File: src/cluster_periph_pkg.sv
package cluster_periph_pkg;

  // bus and register sizes
  localparam int DATA_W     = 32;
  localparam int REG_W      = 8;
  localparam int SLV_W      = 4;
  localparam int NB_EVENTS  = 8;
  localparam int NB_EXT_EVT = 4;

  // slave slots, anything else lands on the error responder
  localparam logic [SLV_W-1:0] SLV_CTRL  = 4'd0;
  localparam logic [SLV_W-1:0] SLV_TIMER = 4'd1;
  localparam logic [SLV_W-1:0] SLV_EVENT = 4'd2;

  // cluster control unit
  localparam logic [REG_W-1:0] CTRL_EOC       = 8'd0;
  localparam logic [REG_W-1:0] CTRL_FETCH_EN  = 8'd1;
  localparam logic [REG_W-1:0] CTRL_BOOT_BASE = 8'd16;

  // timer
  localparam logic [REG_W-1:0] TMR_CTRL  = 8'd0;
  localparam logic [REG_W-1:0] TMR_COUNT = 8'd1;
  localparam logic [REG_W-1:0] TMR_CMP   = 8'd2;

  // event unit, per-core block of EU_STRIDE registers
  localparam logic [REG_W-1:0] EU_MASK   = 8'd0;
  localparam logic [REG_W-1:0] EU_BUFFER = 8'd1;
  localparam logic [REG_W-1:0] EU_CLEAR  = 8'd2;
  localparam logic [REG_W-1:0] EU_STRIDE = 8'd4;

  localparam logic [DATA_W-1:0] ERR_RDATA = 32'hBADC_AB7E;

  typedef union packed {
    logic [DATA_W-1:0] raw;
    struct packed {
      logic [17:0]      tag;
      logic [SLV_W-1:0] slv;
      logic [REG_W-1:0] reg_idx;
      logic [1:0]       byte_off;
    } f;
  } periph_addr_t;

endpackage

File: src/periph_demux.sv
`timescale 1ns/1ps

module periph_demux #(
  parameter int ID_W = 5
) (
  input  logic                                  clk_i,
  input  logic                                  arst_n_i,
  input  logic                                  req_i,
  input  cluster_periph_pkg::periph_addr_t      add_i,
  input  logic                                  wen_i,
  input  logic [cluster_periph_pkg::DATA_W-1:0] wdata_i,
  input  logic [ID_W-1:0]                       id_i,
  output logic                                  gnt_o,
  output logic                                  r_valid_o,
  output logic                                  r_opc_o,
  output logic [cluster_periph_pkg::DATA_W-1:0] r_rdata_o,
  output logic [ID_W-1:0]                       r_id_o,
  output logic                                  ctrl_sel_o,
  output logic                                  ctrl_we_o,
  output logic [cluster_periph_pkg::REG_W-1:0]  ctrl_reg_o,
  output logic [cluster_periph_pkg::DATA_W-1:0] ctrl_wdata_o,
  input  logic [cluster_periph_pkg::DATA_W-1:0] ctrl_rdata_i,
  output logic                                  tmr_sel_o,
  output logic                                  tmr_we_o,
  output logic [cluster_periph_pkg::REG_W-1:0]  tmr_reg_o,
  output logic [cluster_periph_pkg::DATA_W-1:0] tmr_wdata_o,
  input  logic [cluster_periph_pkg::DATA_W-1:0] tmr_rdata_i,
  output logic                                  eu_sel_o,
  output logic                                  eu_we_o,
  output logic [cluster_periph_pkg::REG_W-1:0]  eu_reg_o,
  output logic [cluster_periph_pkg::DATA_W-1:0] eu_wdata_o,
  input  logic [cluster_periph_pkg::DATA_W-1:0] eu_rdata_i
);
  import cluster_periph_pkg::*;

  logic [SLV_W-1:0]  slv, slv_q;
  logic              unmapped;
  logic              valid_q, err_q, rd_q;
  logic [ID_W-1:0]   id_q;
  logic [DATA_W-1:0] unit_rdata;

  assign slv      = add_i.f.slv;
  assign unmapped = (slv != SLV_CTRL) && (slv != SLV_TIMER) && (slv != SLV_EVENT);

  // every slot grants at once
  assign gnt_o = req_i;

  assign ctrl_sel_o   = req_i && (slv == SLV_CTRL);
  assign tmr_sel_o    = req_i && (slv == SLV_TIMER);
  assign eu_sel_o     = req_i && (slv == SLV_EVENT);
  assign ctrl_we_o    = ~wen_i;
  assign tmr_we_o     = ~wen_i;
  assign eu_we_o      = ~wen_i;
  assign ctrl_reg_o   = add_i.f.reg_idx;
  assign tmr_reg_o    = add_i.f.reg_idx;
  assign eu_reg_o     = add_i.f.reg_idx;
  assign ctrl_wdata_o = wdata_i;
  assign tmr_wdata_o  = wdata_i;
  assign eu_wdata_o   = wdata_i;

  // response tag for the access granted this cycle
  always_ff @(posedge clk_i or negedge arst_n_i) begin
    if (!arst_n_i) begin
      valid_q <= 1'b0;
      err_q   <= 1'b0;
      rd_q    <= 1'b0;
      slv_q   <= '0;
      id_q    <= '0;
    end else begin
      valid_q <= req_i;
      err_q   <= req_i && unmapped;
      rd_q    <= req_i && wen_i;
      slv_q   <= slv;
      id_q    <= id_i;
    end
  end

  always_comb begin
    case (slv_q)
      SLV_CTRL:  unit_rdata = ctrl_rdata_i;
      SLV_TIMER: unit_rdata = tmr_rdata_i;
      SLV_EVENT: unit_rdata = eu_rdata_i;
      default:   unit_rdata = '0;
    endcase
  end

  // error responder answers reads and writes alike
  assign r_rdata_o = err_q ? ERR_RDATA : (rd_q ? unit_rdata : '0);
  assign r_opc_o   = err_q;
  assign r_valid_o = valid_q;
  assign r_id_o    = id_q;

endmodule

File: src/cluster_ctrl_unit.sv
`timescale 1ns/1ps

module cluster_ctrl_unit #(
  parameter int                                    NB_CORES  = 4,
  parameter logic [cluster_periph_pkg::DATA_W-1:0] BOOT_ADDR = 32'h1C00_0000
) (
  input  logic                                  clk_i,
  input  logic                                  arst_n_i,
  input  logic                                  sel_i,
  input  logic                                  we_i,
  input  logic [cluster_periph_pkg::REG_W-1:0]  reg_i,
  input  logic [cluster_periph_pkg::DATA_W-1:0] wdata_i,
  output logic [cluster_periph_pkg::DATA_W-1:0] rdata_o,
  output logic                                  eoc_o,
  output logic [NB_CORES-1:0]                   fetch_enable_o,
  output logic [NB_CORES-1:0][cluster_periph_pkg::DATA_W-1:0] boot_addr_o
);
  import cluster_periph_pkg::*;

  logic                           eoc_q;
  logic [NB_CORES-1:0]            fetch_en_q;
  logic [NB_CORES-1:0][DATA_W-1:0] boot_q;
  logic                           wr;
  logic [DATA_W-1:0]              rdata_d;

  assign wr = sel_i && we_i;

  // ********************
  // register writes
  always_ff @(posedge clk_i or negedge arst_n_i) begin
    if (!arst_n_i) begin
      eoc_q      <= 1'b0;
      fetch_en_q <= '0;
      for (int c = 0; c < NB_CORES; c++) begin
        boot_q[c] <= BOOT_ADDR;
      end
    end else if (wr) begin
      if (reg_i == CTRL_EOC) begin
        eoc_q <= wdata_i[0];
      end
      if (reg_i == CTRL_FETCH_EN) begin
        fetch_en_q <= wdata_i[NB_CORES-1:0];
      end
      // one boot address per core
      for (int c = 0; c < NB_CORES; c++) begin
        if (reg_i == CTRL_BOOT_BASE + REG_W'(c)) begin
          boot_q[c] <= wdata_i;
        end
      end
    end
  end

  // ********************
  // read path, unknown indices give 0
  always_comb begin
    rdata_d = '0;
    if (reg_i == CTRL_EOC) begin
      rdata_d = DATA_W'(eoc_q);
    end
    if (reg_i == CTRL_FETCH_EN) begin
      rdata_d = DATA_W'(fetch_en_q);
    end
    for (int c = 0; c < NB_CORES; c++) begin
      if (reg_i == CTRL_BOOT_BASE + REG_W'(c)) begin
        rdata_d = boot_q[c];
      end
    end
  end

  always_ff @(posedge clk_i) begin
    if (sel_i && !we_i) begin
      rdata_o <= rdata_d;
    end
  end

  assign eoc_o          = eoc_q;
  assign fetch_enable_o = fetch_en_q;
  assign boot_addr_o    = boot_q;

endmodule

File: src/cluster_timer.sv
`timescale 1ns/1ps

module cluster_timer (
  input  logic                                  clk_i,
  input  logic                                  arst_n_i,
  input  logic                                  sel_i,
  input  logic                                  we_i,
  input  logic [cluster_periph_pkg::REG_W-1:0]  reg_i,
  input  logic [cluster_periph_pkg::DATA_W-1:0] wdata_i,
  output logic [cluster_periph_pkg::DATA_W-1:0] rdata_o,
  output logic                                  evt_o,
  output logic                                  busy_o
);
  import cluster_periph_pkg::*;

  // control word bits
  localparam int EN_BIT  = 0;
  localparam int CLR_BIT = 1;

  logic              en_q;
  logic [DATA_W-1:0] cnt_q;
  logic [DATA_W-1:0] cmp_q;
  logic              match;
  logic              wr;
  logic [DATA_W-1:0] rdata_d;

  assign wr    = sel_i && we_i;
  assign match = en_q && (cnt_q == cmp_q);

  // ********************
  // counter and registers
  always_ff @(posedge clk_i or negedge arst_n_i) begin
    if (!arst_n_i) begin
      en_q  <= 1'b0;
      cnt_q <= '0;
      cmp_q <= '1;
    end else begin
      // wrap on compare, period is cmp + 1
      if (match) begin
        cnt_q <= '0;
      end else if (en_q) begin
        cnt_q <= cnt_q + 1'b1;
      end
      // bus writes take priority over counting
      if (wr) begin
        case (reg_i)
          TMR_CTRL: begin
            en_q <= wdata_i[EN_BIT];
            if (wdata_i[CLR_BIT]) begin
              cnt_q <= '0;
            end
          end
          TMR_COUNT: cnt_q <= wdata_i;
          TMR_CMP:   cmp_q <= wdata_i;
          default: ;
        endcase
      end
    end
  end

  // clear is a strobe and reads back 0
  always_comb begin
    case (reg_i)
      TMR_CTRL:  rdata_d = DATA_W'(en_q);
      TMR_COUNT: rdata_d = cnt_q;
      TMR_CMP:   rdata_d = cmp_q;
      default:   rdata_d = '0;
    endcase
  end

  always_ff @(posedge clk_i) begin
    if (sel_i && !we_i) begin
      rdata_o <= rdata_d;
    end
  end

  assign evt_o  = match;
  assign busy_o = en_q;

endmodule

File: src/event_unit.sv
`timescale 1ns/1ps

module event_unit #(
  parameter int NB_CORES = 4
) (
  input  logic                                      clk_i,
  input  logic                                      arst_n_i,
  input  logic                                      sel_i,
  input  logic                                      we_i,
  input  logic [cluster_periph_pkg::REG_W-1:0]      reg_i,
  input  logic [cluster_periph_pkg::DATA_W-1:0]     wdata_i,
  output logic [cluster_periph_pkg::DATA_W-1:0]     rdata_o,
  input  logic                                      timer_evt_i,
  input  logic                                      dma_evt_i,
  input  logic                                      dma_irq_i,
  input  logic                                      mailbox_evt_i,
  input  logic [cluster_periph_pkg::NB_EXT_EVT-1:0] ext_evt_i,
  output logic [NB_CORES-1:0]                       irq_req_o
);
  import cluster_periph_pkg::*;

  logic [NB_EVENTS-1:0] evt_lines;
  logic [NB_EVENTS-1:0] mask_q [NB_CORES];
  logic [NB_EVENTS-1:0] buf_q  [NB_CORES];
  logic [REG_W-1:0]     core_idx;
  logic [REG_W-1:0]     offset;
  logic [DATA_W-1:0]    rdata_d;

  // timer, dma event, dma irq, mailbox, then external lines
  assign evt_lines = {ext_evt_i, mailbox_evt_i, dma_irq_i, dma_evt_i, timer_evt_i};

  assign core_idx = reg_i / EU_STRIDE;
  assign offset   = reg_i % EU_STRIDE;

  // ********************
  // per-core mask and sticky buffer
  for (genvar c = 0; c < NB_CORES; c++) begin : gen_core
    logic                 hit;
    logic [NB_EVENTS-1:0] clr;

    assign hit = sel_i && we_i && (core_idx == REG_W'(c));
    assign clr = (hit && offset == EU_CLEAR) ? wdata_i[NB_EVENTS-1:0] : '0;

    always_ff @(posedge clk_i or negedge arst_n_i) begin
      if (!arst_n_i) begin
        mask_q[c] <= '0;
        buf_q[c]  <= '0;
      end else begin
        if (hit && offset == EU_MASK) begin
          mask_q[c] <= wdata_i[NB_EVENTS-1:0];
        end
        // an incoming event beats a clear on the same bit
        buf_q[c] <= (buf_q[c] & ~clr) | evt_lines;
      end
    end

    assign irq_req_o[c] = |(buf_q[c] & mask_q[c]);
  end

  // cores past NB_CORES read 0
  always_comb begin
    rdata_d = '0;
    for (int c = 0; c < NB_CORES; c++) begin
      if (core_idx == REG_W'(c)) begin
        if (offset == EU_MASK) rdata_d = DATA_W'(mask_q[c]);
        if (offset == EU_BUFFER) rdata_d = DATA_W'(buf_q[c]);
      end
    end
  end

  always_ff @(posedge clk_i) begin
    if (sel_i && !we_i) begin
      rdata_o <= rdata_d;
    end
  end

endmodule

File: src/cluster_peripherals.sv
`timescale 1ns/1ps

module cluster_peripherals #(
  parameter int                                 NB_CORES  = 4,
  parameter int                                 ID_W      = NB_CORES + 1,
  parameter logic [cluster_periph_pkg::DATA_W-1:0] BOOT_ADDR = 32'h1C00_0000
) (
  input  logic                                          clk_i,
  input  logic                                          arst_n_i,
  // peripheral bus slave port
  input  logic                                          periph_req_i,
  input  logic [31:0]                                   periph_add_i,
  input  logic                                          periph_wen_i,
  input  logic [cluster_periph_pkg::DATA_W-1:0]         periph_wdata_i,
  input  logic [ID_W-1:0]                               periph_id_i,
  output logic                                          periph_gnt_o,
  output logic                                          periph_r_valid_o,
  output logic                                          periph_r_opc_o,
  output logic [cluster_periph_pkg::DATA_W-1:0]         periph_r_rdata_o,
  output logic [ID_W-1:0]                               periph_r_id_o,
  // event sources
  input  logic                                          dma_evt_i,
  input  logic                                          dma_irq_i,
  input  logic                                          mailbox_evt_i,
  input  logic [cluster_periph_pkg::NB_EXT_EVT-1:0]     ext_evt_i,
  // core side
  output logic [NB_CORES-1:0]                           fetch_enable_o,
  output logic [NB_CORES-1:0][cluster_periph_pkg::DATA_W-1:0] boot_addr_o,
  output logic                                          eoc_o,
  output logic                                          busy_o,
  output logic [NB_CORES-1:0]                           irq_req_o
);
  import cluster_periph_pkg::*;

  logic              ctrl_sel, ctrl_we;
  logic [REG_W-1:0]  ctrl_reg;
  logic [DATA_W-1:0] ctrl_wdata, ctrl_rdata;
  logic              tmr_sel, tmr_we;
  logic [REG_W-1:0]  tmr_reg;
  logic [DATA_W-1:0] tmr_wdata, tmr_rdata;
  logic              eu_sel, eu_we;
  logic [REG_W-1:0]  eu_reg;
  logic [DATA_W-1:0] eu_wdata, eu_rdata;
  logic              timer_evt;

  // ********************
  // slave port decode
  periph_demux #(.ID_W(ID_W)) i_demux (
    .clk_i, .arst_n_i,
    .req_i(periph_req_i), .add_i(periph_add_i), .wen_i(periph_wen_i),
    .wdata_i(periph_wdata_i), .id_i(periph_id_i),
    .gnt_o(periph_gnt_o), .r_valid_o(periph_r_valid_o), .r_opc_o(periph_r_opc_o),
    .r_rdata_o(periph_r_rdata_o), .r_id_o(periph_r_id_o),
    .ctrl_sel_o(ctrl_sel), .ctrl_we_o(ctrl_we), .ctrl_reg_o(ctrl_reg),
    .ctrl_wdata_o(ctrl_wdata), .ctrl_rdata_i(ctrl_rdata),
    .tmr_sel_o(tmr_sel), .tmr_we_o(tmr_we), .tmr_reg_o(tmr_reg),
    .tmr_wdata_o(tmr_wdata), .tmr_rdata_i(tmr_rdata),
    .eu_sel_o(eu_sel), .eu_we_o(eu_we), .eu_reg_o(eu_reg),
    .eu_wdata_o(eu_wdata), .eu_rdata_i(eu_rdata)
  );

  // ********************
  // register units
  cluster_ctrl_unit #(.NB_CORES(NB_CORES), .BOOT_ADDR(BOOT_ADDR)) i_ctrl (
    .clk_i, .arst_n_i,
    .sel_i(ctrl_sel), .we_i(ctrl_we), .reg_i(ctrl_reg), .wdata_i(ctrl_wdata),
    .rdata_o(ctrl_rdata), .eoc_o, .fetch_enable_o, .boot_addr_o
  );

  cluster_timer i_timer (
    .clk_i, .arst_n_i,
    .sel_i(tmr_sel), .we_i(tmr_we), .reg_i(tmr_reg), .wdata_i(tmr_wdata),
    .rdata_o(tmr_rdata), .evt_o(timer_evt), .busy_o
  );

  event_unit #(.NB_CORES(NB_CORES)) i_event (
    .clk_i, .arst_n_i,
    .sel_i(eu_sel), .we_i(eu_we), .reg_i(eu_reg), .wdata_i(eu_wdata),
    .rdata_o(eu_rdata), .timer_evt_i(timer_evt), .dma_evt_i, .dma_irq_i,
    .mailbox_evt_i, .ext_evt_i, .irq_req_o
  );

endmodule

File: config.mk
export PLATFORM = sky130hd
export DESIGN_NAME = cluster_peripherals
export DESIGN_NICKNAME = d
export VERILOG_FILES = /design/src/cluster_periph_pkg.sv /design/src/periph_demux.sv /design/src/cluster_ctrl_unit.sv /design/src/cluster_timer.sv /design/src/event_unit.sv /design/src/cluster_peripherals.sv
export SDC_FILE = /design/constraint.sdc
export NUM_CORES = 1
export LEC_CHECK = 0
export BUFFER_PORTS_ARGS = -buffer_cell sky130_fd_sc_hd__buf_2
export CAP_MARGIN = 20
export CORE_MARGIN = 2
export CORE_UTILIZATION = 59
export CTS_BUF_LIST = sky130_fd_sc_hd__clkbuf_8
export CTS_CLUSTER_SIZE = 24
export DETAILED_ROUTE_END_ITERATION = 12
export PLACE_DENSITY_LB_ADDON = 0.08
export SYNTH_ARGS = -nofsm -noshare
export SYNTH_HDL_FRONTEND = slang
export SYNTH_SLANG_ARGS = --single-unit
File: constraint.sdc
create_clock -name clk_i -period 5.2 [get_ports clk_i]
set_input_delay 0.26 -clock clk_i [delete_from_list [all_inputs] [get_ports clk_i]]
set_output_delay 0.26 -clock clk_i [all_outputs]
set_load 0.02 [all_outputs]
==> results_dict.tcl <==
set metrics [dict create \
    outcome "finished clean" \
    fin_setup_tns_ns 0 \
    finClkSkew_ns 0.0241 \
    worstPathArrival_ns 3.14 \
    critPathKind "register to primary output" \
    synth_compound_area_share_pct 9.55 \
    synth_nets 1318 \
    die_w_microns 170 \
    wl_per_cell_microns 22.1 \
    r2r_end "i_timer.cnt_q[0]" \
    port_buffers 237 \
    crit_fanout 33 \
    r2r-start "i_timer.cnt_q[24]" \
    pin_count 258 \
    ys_async_sr_fraction_pct 79.2 \
    htreeDepth 2 \
    ys_seq_area_share_pct 55.7 \
    drt-initial-drc-count 963 \
    synth_largest_area_cell "dfrtp_1" \
    cts_made_buffers 57 \
    yosysMostFrequentCell "dfrtp_1" \
    crit_path_end "periph_r_rdata_o[0]" \
    via_per_inst 6.05 \
    hold_violations 0 \
    synth_area_sq_um 16300 \
    ys_ff_latch 346 \
    maxCapViolCount 0 \
    antenna_found_initial 1 \
    via_count 11600 \
    grt_pass1_wl_mm 66.0 \
    yosys-top-cells-area "dfrtp_1 (35%), edfxtp_1 (13%), mux2_2 (13%)" \
    synth-simple-area-share_pct 9.13 \
    yosys-top-cells-count "dfrtp_1 (230), mux2_2 (191), nand2_1 (98)" \
    synth_adder_area_share_pct 0.0769 \
    synth_top_flop_cell "dfrtp_1" \
    dpl.hpwl_mm 28.4 \
    diodes 0 \
    worst_pin_slew_ns 0.990 \
    cp_cell_sequence "nor4b_4 -> buf_4 -> o21ai_1 -> buf_4 -> or2_2 -> nor2_1 -> buf_2" \
    peakVddDrop_v 0.000277 \
    start_kind "register" \
    grt_max_degree 106 \
    synth_top_family_by_area "multiplexers" \
    cp_top_family "simple AND/OR/NAND/NOR gates" \
    synth_xor_area_share_pct 3.34 \
    cpMostUsedCell "buf_4" \
    cts_tree "yes" \
    crit_path_start "i_demux.slv_q[1]" \
    grt_overflow 0 \
    die_area_sq_um 28900 \
    core_region_area_sq_um 27000 \
    dieHeight_microns 170 \
    start_util_pct 60.2 \
    gp_congestion 0.881 \
    synth_top_area_share_pct 35.4 \
    r2r_slack_ns 2.29 \
    slew_headroom_pct 33.7 \
    drc 0 \
    rsz0062_at_grt "false" \
    fillerInstances 1967 \
    yosysWarnings 0 \
    cp-end-kind "primary output" \
    clock_path_buffers 3 \
    rows 60 \
    grt_pass1_vias 11600 \
    final_nets 1602 \
    grt_use_total_pct 29.7 \
    drtAntennaViolNets 0 \
    period_needed_ns 3.40 \
    rr_worst_depth 6 \
    cp_num_buf_inv 3 \
    hold_class "primary input to register" \
    timing.final.crit_share_pct 65.4 \
    cpMaxStageDelayCell "dfrtp_1" \
    synth_edf_count 72 \
    cp.required_ns 4.94 \
    slew_violations 0 \
    drive_gt1_share_pct 40.6 \
    dr.pass1.iters 8 \
    synth.avg_cell_area_sq_um 13.2 \
    max_clock_freq_ghz 0.294 \
    routed_wl_mm 42.3 \
    cts_setup_buffers 0 \
    p_leak_nw 8.84 \
    clockRootBuffer "clkbuf_8" \
    clk_latency_ns 0.60 \
    synth_cell_type_count 64 \
    synth.mux.area_fraction_pct 19.6 \
    critical_path_depth 7 \
    slowest_delay_ns 0.58 \
    clock-sinks 346 \
    p_per_area_nw_per_um2 280 \
    fin_util_pct 71.5 \
    syn2layout_area_growth_pct 18.6 \
    clkTransAtPathRegs_ns 0.06 \
    post-place-cells 1759 \
    postSynthCellCount 1237 \
    fin_cells 1911 \
    setup-violations-final 0 \
]
cell usage in the layout (no fill, tap or decap), types with 6 or more instances in the layout:
cell type | netlist | routed
buf_2 | 17 | 235
dfrtp_1 | 230 | 230
mux2_2 | 191 | 191
nand2_1 | 98 | 98
edfxtp_1 | 72 | 72
clkbuf_8 | 0 | 69
xnor2_1 | 51 | 51
dfstp_2 | 44 | 44
dlygate4sd3_1 | 0 | 43
a22oi_1 | 40 | 40
a22o_1 | 38 | 38
nor2_1 | 39 | 37
a21o_1 | 34 | 34
and2_1 | 32 | 32
o21ai_1 | 32 | 32
mux4_2 | 28 | 28
inv_1 | 6 | 26
mux2i_1 | 26 | 26
nand4_1 | 25 | 25
buf_4 | 15 | 23
nand3_1 | 15 | 15
o21bai_1 | 15 | 15
mux2_1 | 13 | 13
nor3_1 | 13 | 11
xor2_1 | 11 | 11
o21ai_0 | 10 | 10
clkinv_1 | 1 | 8
o22ai_1 | 8 | 8
a211o_1 | 8 | 8
clkinv_2 | 0 | 8
nor4_1 | 6 | 6
tightest hold or removal path, delay by kind of cell:
| family | cells | cell delay [ns] |
|---|---|---|
| AO/OA/AOI/OAI | 1 | 0.05 |
| buffers and inverters | 1 | 0.20 |
| AND/OR/NAND/NOR | 1 | 0.09 |
where the power goes:
part	total [mW]	leakage [nW]	switching (mW)	internal (mW)
registers	2.79	4.20	0.0103	2.78
clock network	2.33	0.668	1.08	1.25
logic	0.288	3.97	0.191	0.0970
total	5.41	8.84	1.28	4.13
through the flow:
step | worst slack, ns | area [sq um] | hold slack (ns) | power, mW
2_1_floorplan | 1.87 | 16300 | -0.0356 | 2.95
3_3_place_gp | 2.02 | 17700 | 0.362 | 3.10
3_5_place_dp | 1.98 | 17700 | 0.363 | 3.10
4_1_cts | 1.77 | 19300 | 0.0209 | 5.45
5_1_grt | 1.58 | 19300 | 0.0501 | 5.59
6_report | 1.80 | 19300 | 0.0464 | 5.41
per-layer routing:
metal / global-route usage (%) / part of all wire (%) / vias to the layer above
met2: 44.4 / 45 / 447
li1: - / - / 5170
met3: 7.70 / 8.5 / 47
met5: 0 / 0 / -
met4: 6.06 / 1.4 / 0
met1: 44.4 / 45 / 5895
worst min path at each step:
stage                       from                     end  slack, ns  cells after the start
6_report       periph_wdata_i[3]        i_timer.cnt_q[3]       0.05                      3
3_5_place_dp            arst_n_i  i_ctrl.boot_addr_o[15]       0.36                      1
3_3_place_gp            arst_n_i  i_ctrl.boot_addr_o[15]       0.36                      1
4_1_cts        periph_wdata_i[3]        i_timer.cnt_q[3]       0.02                      3
5_1_grt        periph_wdata_i[3]        i_timer.cnt_q[3]       0.05                      3
2_1_floorplan           arst_n_i   i_ctrl.boot_addr_o[0]      -0.04                      0
flip-flops by register name (all words and copies together) (netlist names), 4 cells and up:
signal	flops
i_demux.r_id_o	5
i_timer.cmp_q	32
i_event.rdata_o	8
i_timer.rdata_o	32
i_timer.cnt_q	32
i_demux.slv_q	4
i_ctrl.rdata_o	32
i_ctrl.fetch_enable_o	4
i_event.buf_q	32
i_event.mask_q	32
i_ctrl.boot_addr_o	128
cell type report:
cell class,count,area (sq um),area share [%]
Timing Repair Buffer,303,1800,9.33
Inverter,7,26.3,0.136
Sequential cell,346,9070,47.0
Tap cell,341,427,2.21
Clock inverter,39,196,1.02
Clock buffer,69,950,4.92
Multi-Input combinational cell,806,6840,35.4
kinds of logic after synthesis:
logic type | after synthesis
adder cells (fa/ha/maj) | 1
XOR/XNOR | 62
flip-flops | 346
AO/OA/AOI/OAI | 212
AND/OR/NAND/NOR | 273
buffers and inverters | 85
multiplexers | 258
repair_timing:
| item | CTS | global route |
|---|---|---|
| hold endpoints to repair | 245 | 0 |
| hold buffers | 43 | 0 |
| gates resized for setup | 0 | 0 |
Note: power is estimated with default switching activity, not from simulation.
